--- src/core_consts.svh ---
`ifndef CORE_CONSTS_SVH
`define CORE_CONSTS_SVH

// Datapath sizes.
`define DATA_W 32
`define REG_CNT 16

// Bus address map.
`define ADR_W 5
`define ADR_INSTR 5'h00
`define ADR_FLAGS 5'h01
// R0 to R15 sit at 0x10 to 0x1F.
`define ADR_REGBASE 5'h10

`endif

--- src/CorePkg.sv ---
`default_nettype none

`include "core_consts.svh"

package CorePkg;

    typedef logic [`DATA_W-1:0] dataWord;
    typedef logic [`DATA_W-1:0] instrWord;
    typedef logic [$clog2(`REG_CNT)-1:0] regAddr;
    // N, Z, C, V from bit 3 down.
    typedef logic [3:0] flagsVec;
    typedef logic [4:0] shamtVec;

    typedef enum logic [3:0] {
        EQ, NE, CS, CC, MI, PL, VS, VC,
        HI, LS, GE, LT, GT, LE, AL, NV
    } condCode;

    // ADC, SBC and RSC (0101 to 0111) all execute as NOP.
    typedef enum logic [3:0] {
        AND = 4'b0000, EOR = 4'b0001, SUB = 4'b0010, RSB = 4'b0011,
        ADD = 4'b0100, NOP = 4'b0101,
        TST = 4'b1000, TEQ = 4'b1001, CMP = 4'b1010, CMN = 4'b1011,
        ORR = 4'b1100, MOV = 4'b1101, BIC = 4'b1110, MVN = 4'b1111
    } aluOp;

    typedef enum logic [1:0] {LSL, LSR, ASR, ROR} shiftKind;

    typedef enum logic [1:0] {Idle, Issue, ReadWait, Ack} busState;

endpackage

`default_nettype wire

--- src/PipeIfs.sv ---
`timescale 1ns/1ps
`default_nettype none

interface DecodeExecIf;
    import CorePkg::*;

    logic     valid;
    condCode  cond;
    aluOp     op;
    logic     setFlags;
    logic     writesReg;
    regAddr   rd;
    dataWord  opA;
    dataWord  opB;
    logic     useImm;
    shiftKind sh;
    shamtVec  shamt;

    modport Producer (
        output valid, cond, op, setFlags, writesReg, rd,
        output opA, opB, useImm, sh, shamt
    );

    modport Consumer (
        input valid, cond, op, setFlags, writesReg, rd,
        input opA, opB, useImm, sh, shamt
    );

endinterface

interface ExecResultIf;
    import CorePkg::*;

    logic    valid;
    logic    regWrite;
    regAddr  rd;
    dataWord result;

    modport Producer (
        output valid, regWrite, rd, result
    );

    modport Consumer (
        input valid, regWrite, rd, result
    );

endinterface

`default_nettype wire

--- src/InstrDecoder.sv ---
`timescale 1ns/1ps
`default_nettype none

module InstrDecoder (
    input  logic              CLK,
    input  logic              Reset,
    input  logic              instrLoad,
    input  CorePkg::instrWord instrWord,
    output logic              slotFree,
    output logic              pipeIdle,
    output CorePkg::regAddr   rnAddr,
    output CorePkg::regAddr   rmAddr,
    input  CorePkg::dataWord  rnData,
    input  CorePkg::dataWord  rmData,
    DecodeExecIf.Producer     dIf,
    input  CorePkg::regAddr   deRd,
    input  CorePkg::regAddr   rsRd,
    input  logic              deWrites,
    input  logic              rsWrites,
    input  logic              resultBusy
);
    import CorePkg::*;

    logic              slotFull;
    CorePkg::instrWord slotInstr;
    logic              deBusy;
    logic              isNop;
    logic              isCompare;
    logic              usesRn;
    logic              usesRm;
    logic              hazard;

    always_ff @(posedge CLK or posedge Reset) begin
        if (Reset) begin
            slotFull <= 1'b0;
            deBusy   <= 1'b0;
        end else begin
            if (instrLoad)
                slotFull <= 1'b1;
            else if (dIf.valid)
                slotFull <= 1'b0;
            // Mirrors the valid bit now held in the DE register.
            deBusy <= dIf.valid;
        end
    end

    always_ff @(posedge CLK) begin
        if (instrLoad)
            slotInstr <= instrWord;
    end

    assign rnAddr = slotInstr[19:16];
    assign rmAddr = slotInstr[3:0];

    assign isNop     = slotInstr[24:21] inside {4'b0101, 4'b0110, 4'b0111};
    assign isCompare = slotInstr[24:23] == 2'b10;
    assign usesRn    = !(dIf.op == MOV || dIf.op == MVN);
    assign usesRm    = !dIf.useImm;

    // Stall while a source is still waiting to be written back.
    assign hazard = (usesRn && ((deWrites && deRd == rnAddr) || (rsWrites && rsRd == rnAddr)))
                 || (usesRm && ((deWrites && deRd == rmAddr) || (rsWrites && rsRd == rmAddr)));

    assign dIf.valid     = slotFull && !hazard;
    assign dIf.cond      = condCode'(slotInstr[31:28]);
    assign dIf.op        = aluOp'(slotInstr[24:21]);
    assign dIf.setFlags  = !isNop && (slotInstr[20] || isCompare);
    assign dIf.writesReg = !isNop && !isCompare;
    assign dIf.rd        = slotInstr[15:12];
    assign dIf.useImm    = slotInstr[25];
    assign dIf.sh        = shiftKind'(slotInstr[6:5]);
    assign dIf.shamt     = slotInstr[11:7];
    assign dIf.opA       = rnData;
    assign dIf.opB       = dIf.useImm ? dataWord'(slotInstr[7:0]) : rmData;

    assign slotFree = !slotFull;
    assign pipeIdle = !slotFull && !deBusy && !resultBusy;

endmodule

`default_nettype wire

--- src/DecodeExecReg.sv ---
`timescale 1ns/1ps
`default_nettype none

module DecodeExecReg (
    input  logic            CLK,
    input  logic            Reset,
    DecodeExecIf.Consumer   dIf,
    DecodeExecIf.Producer   eIf,
    output CorePkg::regAddr deRd,
    output logic            deWrites
);
    import CorePkg::*;

    // Loads every cycle. An empty decode slot becomes a bubble.
    always_ff @(posedge CLK or posedge Reset) begin
        if (Reset) begin
            eIf.valid     <= 1'b0;
            eIf.setFlags  <= 1'b0;
            eIf.writesReg <= 1'b0;
            eIf.cond      <= EQ;
            eIf.op        <= AND;
            eIf.rd        <= '0;
            eIf.opA       <= '0;
            eIf.opB       <= '0;
            eIf.useImm    <= 1'b0;
            eIf.sh        <= LSL;
            eIf.shamt     <= '0;
        end else begin
            eIf.valid     <= dIf.valid;
            // Control bits are masked so a bubble cannot write anything.
            eIf.setFlags  <= dIf.valid && dIf.setFlags;
            eIf.writesReg <= dIf.valid && dIf.writesReg;
            eIf.cond      <= dIf.cond;
            eIf.op        <= dIf.op;
            eIf.rd        <= dIf.rd;
            eIf.opA       <= dIf.opA;
            eIf.opB       <= dIf.opB;
            eIf.useImm    <= dIf.useImm;
            eIf.sh        <= dIf.sh;
            eIf.shamt     <= dIf.shamt;
        end
    end

    // Destination seen by the hazard check.
    assign deRd     = eIf.rd;
    assign deWrites = eIf.writesReg;

endmodule

`default_nettype wire

--- src/ExecuteUnit.sv ---
`timescale 1ns/1ps
`default_nettype none

`include "core_consts.svh"

module ExecuteUnit (
    input  logic             CLK,
    input  logic             Reset,
    DecodeExecIf.Consumer    eIf,
    ExecResultIf.Producer    rIf,
    output CorePkg::flagsVec flags
);
    import CorePkg::*;

    dataWord          shifted;
    dataWord          srcB;
    dataWord          addA;
    dataWord          addB;
    logic             carryIn;
    logic [`DATA_W:0] sum;
    logic             overflow;
    logic             isArith;
    dataWord          result;
    logic             condPass;
    flagsVec          newFlags;

    always_comb begin
        if (eIf.shamt == '0) begin
            shifted = eIf.opB;
        end else begin
            case (eIf.sh)
                LSL:     shifted = eIf.opB << eIf.shamt;
                LSR:     shifted = eIf.opB >> eIf.shamt;
                ASR:     shifted = $signed(eIf.opB) >>> eIf.shamt;
                default: shifted = (eIf.opB >> eIf.shamt) | (eIf.opB << (6'd32 - eIf.shamt));
            endcase
        end
    end

    assign srcB = eIf.useImm ? eIf.opB : shifted;

    // Subtraction is done as A + ~B + 1, so carry out is not-borrow.
    always_comb begin
        addA    = eIf.opA;
        addB    = srcB;
        carryIn = 1'b0;
        case (eIf.op)
            SUB, CMP: begin
                addB    = ~srcB;
                carryIn = 1'b1;
            end
            RSB: begin
                addA    = srcB;
                addB    = ~eIf.opA;
                carryIn = 1'b1;
            end
            default: ;
        endcase
    end

    assign sum      = {1'b0, addA} + {1'b0, addB} + {{`DATA_W{1'b0}}, carryIn};
    assign overflow = (addA[`DATA_W-1] == addB[`DATA_W-1])
                   && (sum[`DATA_W-1] != addA[`DATA_W-1]);
    assign isArith  = eIf.op inside {SUB, RSB, ADD, CMP, CMN};

    always_comb begin
        case (eIf.op)
            AND, TST: result = eIf.opA & srcB;
            EOR, TEQ: result = eIf.opA ^ srcB;
            ORR:      result = eIf.opA | srcB;
            MOV:      result = srcB;
            BIC:      result = eIf.opA & ~srcB;
            MVN:      result = ~srcB;
            SUB, RSB, ADD, CMP, CMN: result = sum[`DATA_W-1:0];
            default:  result = eIf.opA;
        endcase
    end

    always_comb begin
        case (eIf.cond)
            EQ: condPass = flags[2];
            NE: condPass = !flags[2];
            CS: condPass = flags[1];
            CC: condPass = !flags[1];
            MI: condPass = flags[3];
            PL: condPass = !flags[3];
            VS: condPass = flags[0];
            VC: condPass = !flags[0];
            HI: condPass = flags[1] && !flags[2];
            LS: condPass = !flags[1] || flags[2];
            GE: condPass = flags[3] == flags[0];
            LT: condPass = flags[3] != flags[0];
            GT: condPass = !flags[2] && (flags[3] == flags[0]);
            LE: condPass = flags[2] || (flags[3] != flags[0]);
            AL: condPass = 1'b1;
            default: condPass = 1'b0;
        endcase
    end

    // Logical operations keep C and V.
    assign newFlags = {result[`DATA_W-1], result == '0,
                       isArith ? sum[`DATA_W] : flags[1],
                       isArith ? overflow : flags[0]};

    always_ff @(posedge CLK or posedge Reset) begin
        if (Reset)
            flags <= '0;
        else if (eIf.valid && condPass && eIf.setFlags)
            flags <= newFlags;
    end

    assign rIf.valid    = eIf.valid;
    assign rIf.regWrite = eIf.valid && condPass && eIf.writesReg;
    assign rIf.rd       = eIf.rd;
    assign rIf.result   = result;

endmodule

`default_nettype wire

--- src/ResultStage.sv ---
`timescale 1ns/1ps
`default_nettype none

`include "core_consts.svh"

module ResultStage (
    input  logic             CLK,
    input  logic             Reset,
    ExecResultIf.Consumer    rIf,
    input  CorePkg::regAddr  rnAddr,
    input  CorePkg::regAddr  rmAddr,
    input  CorePkg::regAddr  rdAddrBus,
    output CorePkg::dataWord rnData,
    output CorePkg::dataWord rmData,
    output CorePkg::dataWord rdDataBus,
    output CorePkg::regAddr  rsRd,
    output logic             rsWrites,
    output logic             resultBusy
);
    import CorePkg::*;

    dataWord rsData;
    dataWord regFile [`REG_CNT];

    always_ff @(posedge CLK or posedge Reset) begin
        if (Reset) begin
            resultBusy <= 1'b0;
            rsWrites   <= 1'b0;
            rsRd       <= '0;
        end else begin
            resultBusy <= rIf.valid;
            rsWrites   <= rIf.regWrite;
            rsRd       <= rIf.rd;
        end
    end

    always_ff @(posedge CLK) begin
        rsData <= rIf.result;
    end

    // Write back one cycle after execute.
    always_ff @(posedge CLK or posedge Reset) begin
        if (Reset) begin
            for (int i = 0; i < `REG_CNT; i++)
                regFile[i] <= '0;
        end else if (rsWrites) begin
            regFile[rsRd] <= rsData;
        end
    end

    assign rnData    = regFile[rnAddr];
    assign rmData    = regFile[rmAddr];
    assign rdDataBus = regFile[rdAddrBus];

endmodule

`default_nettype wire

--- src/BusSlave.sv ---
`timescale 1ns/1ps
`default_nettype none

`include "core_consts.svh"

module BusSlave (
    input  logic               CLK,
    input  logic               Reset,
    input  logic               wbCyc,
    input  logic               wbStb,
    input  logic               wbWe,
    input  logic [`ADR_W-1:0]  wbAdr,
    input  CorePkg::dataWord   wbDatIn,
    output CorePkg::dataWord   wbDatOut,
    output logic               wbAck,
    output logic               instrLoad,
    output CorePkg::instrWord  instrWord,
    input  logic               slotFree,
    input  logic               pipeIdle,
    output CorePkg::regAddr    rdAddrBus,
    input  CorePkg::dataWord   rdDataBus,
    input  CorePkg::flagsVec   flags
);
    import CorePkg::*;

    busState state;
    dataWord readData;

    always_comb begin
        if (wbAdr == `ADR_FLAGS)
            readData = dataWord'(flags);
        else if (wbAdr >= `ADR_REGBASE)
            readData = rdDataBus;
        else
            readData = '0;
    end

    always_ff @(posedge CLK or posedge Reset) begin
        if (Reset) begin
            state    <= Idle;
            wbDatOut <= '0;
        end else begin
            case (state)
                Idle:
                    if (wbCyc && wbStb) begin
                        if (!wbWe)
                            state <= ReadWait;
                        else if (wbAdr == `ADR_INSTR && !slotFree)
                            state <= Issue;
                        else
                            state <= Ack;
                    end
                // Back-pressure until the decode slot empties.
                Issue:
                    if (slotFree)
                        state <= Ack;
                // Reads return retired state only.
                ReadWait:
                    if (pipeIdle) begin
                        wbDatOut <= readData;
                        state    <= Ack;
                    end
                default:
                    state <= Idle;
            endcase
        end
    end

    assign wbAck     = state == Ack;
    assign instrLoad = slotFree && ((state == Issue)
                    || (state == Idle && wbCyc && wbStb && wbWe && wbAdr == `ADR_INSTR));
    assign instrWord = wbDatIn;
    assign rdAddrBus = wbAdr[3:0];

endmodule

`default_nettype wire

--- src/PipelineTop.sv ---
`timescale 1ns/1ps
`default_nettype none

`include "core_consts.svh"

module PipelineTop (
    input  logic              CLK,
    input  logic              Reset,
    input  logic              wbCyc,
    input  logic              wbStb,
    input  logic              wbWe,
    input  logic [`ADR_W-1:0] wbAdr,
    input  CorePkg::dataWord  wbDatIn,
    output CorePkg::dataWord  wbDatOut,
    output logic              wbAck
);
    import CorePkg::*;

    logic    instrLoad;
    dataWord busInstr;
    logic    slotFree;
    logic    pipeIdle;
    regAddr  rdAddrBus;
    dataWord rdDataBus;
    flagsVec flags;
    regAddr  rnAddr;
    regAddr  rmAddr;
    dataWord rnData;
    dataWord rmData;
    regAddr  deRd;
    regAddr  rsRd;
    logic    deWrites;
    logic    rsWrites;
    logic    resultBusy;

    DecodeExecIf dIf ();
    DecodeExecIf eIf ();
    ExecResultIf rIf ();

    BusSlave busSlave (
        .CLK, .Reset, .wbCyc, .wbStb, .wbWe, .wbAdr, .wbDatIn, .wbDatOut, .wbAck,
        .instrLoad, .instrWord(busInstr), .slotFree, .pipeIdle,
        .rdAddrBus, .rdDataBus, .flags
    );

    InstrDecoder instrDecoder (
        .CLK, .Reset, .instrLoad, .instrWord(busInstr), .slotFree, .pipeIdle,
        .rnAddr, .rmAddr, .rnData, .rmData, .dIf(dIf.Producer),
        .deRd, .rsRd, .deWrites, .rsWrites, .resultBusy
    );

    DecodeExecReg decodeExecReg (
        .CLK, .Reset, .dIf(dIf.Consumer), .eIf(eIf.Producer), .deRd, .deWrites
    );

    ExecuteUnit executeUnit (
        .CLK, .Reset, .eIf(eIf.Consumer), .rIf(rIf.Producer), .flags
    );

    ResultStage resultStage (
        .CLK, .Reset, .rIf(rIf.Consumer), .rnAddr, .rmAddr, .rdAddrBus,
        .rnData, .rmData, .rdDataBus, .rsRd, .rsWrites, .resultBusy
    );

endmodule

`default_nettype wire

--- config.mk ---
export PLATFORM = sky130hd
export DESIGN_NAME = PipelineTop
export DESIGN_NICKNAME = d
export VERILOG_FILES = /design/src/CorePkg.sv /design/src/PipeIfs.sv /design/src/InstrDecoder.sv /design/src/DecodeExecReg.sv /design/src/ExecuteUnit.sv /design/src/ResultStage.sv /design/src/BusSlave.sv /design/src/PipelineTop.sv
export VERILOG_INCLUDE_DIRS = /design/src /design/src/src
export SDC_FILE = /design/constraint.sdc
export NUM_CORES = 2
export LEC_CHECK = 0
export BUFFER_PORTS_ARGS = -buffer_cell sky130_fd_sc_hd__buf_4
export CAP_MARGIN = 30
export CORE_MARGIN = 3
export CORE_UTILIZATION = 64
export CTS_CLUSTER_SIZE = 16
export DETAILED_ROUTE_END_ITERATION = 10
export GPL_TIMING_DRIVEN = 0
export PLACE_DENSITY = 0.78
export SYNTH_ARGS = -nofsm -noshare
export SYNTH_HDL_FRONTEND = slang
export SYNTH_HIERARCHICAL = 1
export SYNTH_SLANG_ARGS = --single-unit
--- constraint.sdc ---
create_clock -name CLK -period 23.2 [get_ports CLK]
set_clock_uncertainty 0.15 [all_clocks]
set_input_delay 2.32 -clock CLK [delete_from_list [all_inputs] [get_ports CLK]]
set_output_delay 2.32 -clock CLK [all_outputs]
set_load 0.05 [all_outputs]
==> run_results.csv, run 1 <==
group,metric,value,unit
clocking,root_buffer,"clkbuf_16",
logic_synthesis,synth_area,0.0501,sq mm
die,top_level_ports,75,
die,die_x,286,um
die,start_util,64.7,%
run_status,firstError,"[ERROR GRT-0232] Routing congestion too high. Check the congestion heatmap in the GUI.",
global_route,grt_max_degree,123,
global_route,track_usage,79.7,%
clocking,cts_resized,0,
die,die_y,286,um
logic_synthesis,synthCells,4246,
run_status,stop_stage,"global routing",
placed_design,dp.cells,5361,
placed_design,post-place-ws,12.44,ns
logic_synthesis,syn_avg_cell_area,11.8,sq um
clocking,clock_path_buffers,3,
die,rows,102,
clocking,post_cts_buffers,0,
placed_design,dp_hpwl,171000,um
run_status,status,"aborted with a tool error",
logic_synthesis,syn-num-nets,4359,
global_route,antenna_found_initial,52,
placed_design,io_buffers,41,
clocking,hold_buffers,0,
clocking,cts_sinks,707,
logic_synthesis,yosysWarnings,6,
placed_design,place.gp.congestion,1.12,
clocking,cts_buffers,66,
global_route,grt_overflow,275,
clocking,cts_max_level,3,
-- metal layers --
layer	overflow	track usage, %
met1	11	80.1
met3	17	70.1
met4	116	75.9
met5	3	47.2
met2	128	91.7
-- through the flow --
stage / utilization, % / hold WS, ns / instance area, sq um
2_1_floorplan: - / 0.271 / 50100
3_3_place_gp: 66.8 / 0.274 / 51700
3_5_place_dp: 67.4 / 0.279 / 52200
4_1_cts: 70.3 / 0.282 / 54400
==> run 2, diff against run 1 <==
--- a/config.mk
+++ b/config.mk
@@ -9,11 +9,10 @@
 export BUFFER_PORTS_ARGS = -buffer_cell sky130_fd_sc_hd__buf_4
 export CAP_MARGIN = 30
 export CORE_MARGIN = 3
-export CORE_UTILIZATION = 64
-export CTS_CLUSTER_SIZE = 16
+export CORE_UTILIZATION = 40
 export DETAILED_ROUTE_END_ITERATION = 10
 export GPL_TIMING_DRIVEN = 0
-export PLACE_DENSITY = 0.78
+export PLACE_DENSITY_LB_ADDON = 0.15
 export SYNTH_ARGS = -nofsm -noshare
 export SYNTH_HDL_FRONTEND = slang
 export SYNTH_HIERARCHICAL = 1
==> run_results.csv, run 2 <==
group,metric,value,unit
worst_setup_path,cp_num_buf_inv,8,
clocking,clk_pin_slew,0.08,ns
clocking,clock_path_buffers,3,
die,dieArea,0.130,sq mm
timing,fmax,86.2,MHz
worst_setup_path,ff2ff_setup_slack,11.60,ns
final_layout,area_growth,11.3,%
worst_setup_path,critPathLaunch,"decodeExecReg/eIf.shamt[1]",
worst_setup_path,slowest_delay,1.03,ns
timing,rsz0062_at_grt,"false",
timing,setup_violations,0,
timing,hold_viol_final,0,
worst_setup_path,crit_slowest_cell,"a22oi_1",
final_layout,largest_register_ff_count,512,
timing,period_needed,11.60,ns
global_route,grt_max_degree,112,
die,die_y,360,um
drt,dr_total_vias,41724,
logic_synthesis,syn_avg_cell_area,11.8,sq um
placed_design,io_buffers,41,
clocking,cts_buffers,74,
timing,slew_viol_final,0,
final_layout,nets,4532,
timing,fin_crit_sh,50.0,%
worst_setup_path,critPathKind,"reg -> reg",
drt,routed_wl,234000,um
global_route,grt_pass1_vias,41121,
clocking,cts_sinks,707,
worst_setup_path,cp.arrival,11.94,ns
final_layout,drive_gt1_share,34.2,%
die,coreArea,0.124,sq mm
die,rows,129,
timing,whs,0.287,ns
drt,routed_via_density,6.81,
clocking,root_buffer,"clkbuf_16",
die,die_x,360,um
clocking,post_cts_buffers,0,
drt,drt_iter0_drc,5153,
min_path,hold_start,"instrDecoder/slotInstr[31]",
run_status,status,"complete, no violations",
timing,fin_setup_tns,0,ns
final_layout,layout_commonest_cell,"dfrtp_1",
global_route,grt_pass1_wl,327000,um
worst_setup_path,end_kind,"flip-flop",
drt,wl_per_cell,38.3,um
clocking,cts_max_level,3,
logic_synthesis,synth_area,0.0501,sq mm
final_layout,regMostFlops,"resultStage/regFile",
placed_design,dp.cells,5973,
drt,detail-route-antenna-nets,0,
drt,drt_pass1_iterations,6,
global_route,grt_overflow,0,
worst_setup_path,cp.required,23.54,ns
drt,drc,0,
power,ir_drop,0.0714,mV
die,start_util,40.4,%
worst_setup_path,setup.worst_path.start_class,"flip-flop",
flow_run,drv_cap,0,
clocking,hold_buffers,0,
final_layout,finalNonFillerCells,6127,
logic_synthesis,syn-num-nets,4359,
worst_setup_path,crit_family,"compound AO/OA/AOI/OAI gates",
logic_synthesis,synthCells,4246,
final_layout,final_cell_mix,"645 x dfrtp_1, 556 x mux2_2, 467 x mux4_2",
die,top_level_ports,75,
worst_setup_path,worst-path-max-fanout,10,
power,powerDensity,98.5,mW/mm^2
min_path,hp-class,"reg -> reg",
clocking,clock_latency,0.65,ns
timing,slew_headroom,11.1,%
timing,tightest_slew,1.33,ns
clocking,cts_resized,0,
global_route,track_usage,35.5,%
global_route,antenna_found_initial,12,
power,leakage,23.7,nW
worst_setup_path,r2r-start,"decodeExecReg/eIf.shamt[1]",
clocking,cts_tree,"done",
placed_design,dp_hpwl,177000,um
placed_design,place.gp.congestion,1.06,
logic_synthesis,yosysWarnings,6,
## run 2: path summary, 6_finish.rpt
check                      cells past startpoint                        end
min                                            1  decodeExecReg/eIf.cond[3]
min reg2reg                                    1  decodeExecReg/eIf.cond[3]
min in group asynchronous                      2      instrDecoder/slotFull
max                                           28       executeUnit/flags[2]
max in group asynchronous                      4   resultStage/regFile[217]
max reg2reg                                   28       executeUnit/flags[2]
## run 2: per-layer routing
layer / up-vias / track usage, % / part of all wire (%)
met2: 2496 / 54.5 / 44
met3: 612 / 8.73 / 9.8
met5: - / 0 / 0.029
met4: 10 / 17.7 / 6.0
li1: 16805 / - / -
met1: 21801 / 47.0 / 40
## run 2: final cells by class
type                            count  area (sq um)
Fill cell                       11643         68300
Multi-Input combinational cell   2941         29500
Sequential cell                   707         17700
Buffer                            519          2660
Clock buffer                      105          2190
Tap cell                         1637          2050
Timing Repair Buffer               97          1040
Clock inverter                     32           319
Inverter                           79           307
Antenna cell                       10          25.0
## run 2: power by group
group          leakage [nW]  switching [W]  total (W)  internal, W
clock                  1.22       0.000536    0.00124     0.000708
combinational          13.0        0.00175    0.00264     0.000884
sequential             9.45       0.000222    0.00161      0.00139
## run 2: through the flow
step	setup slack (ns)	instance area, sq um	utilization [%]	total power, W
3_3_place_gp	-0.609	52500	42.3	0.00413
2_1_floorplan	6.26	50100	-	0.00306
6_report	11.60	55800	44.9	0.00549
5_1_grt	11.62	55800	44.9	0.00567
4_1_cts	11.81	55700	44.9	0.00542
3_5_place_dp	11.87	53200	42.8	0.00415
(Power assumes the default switching activity.)
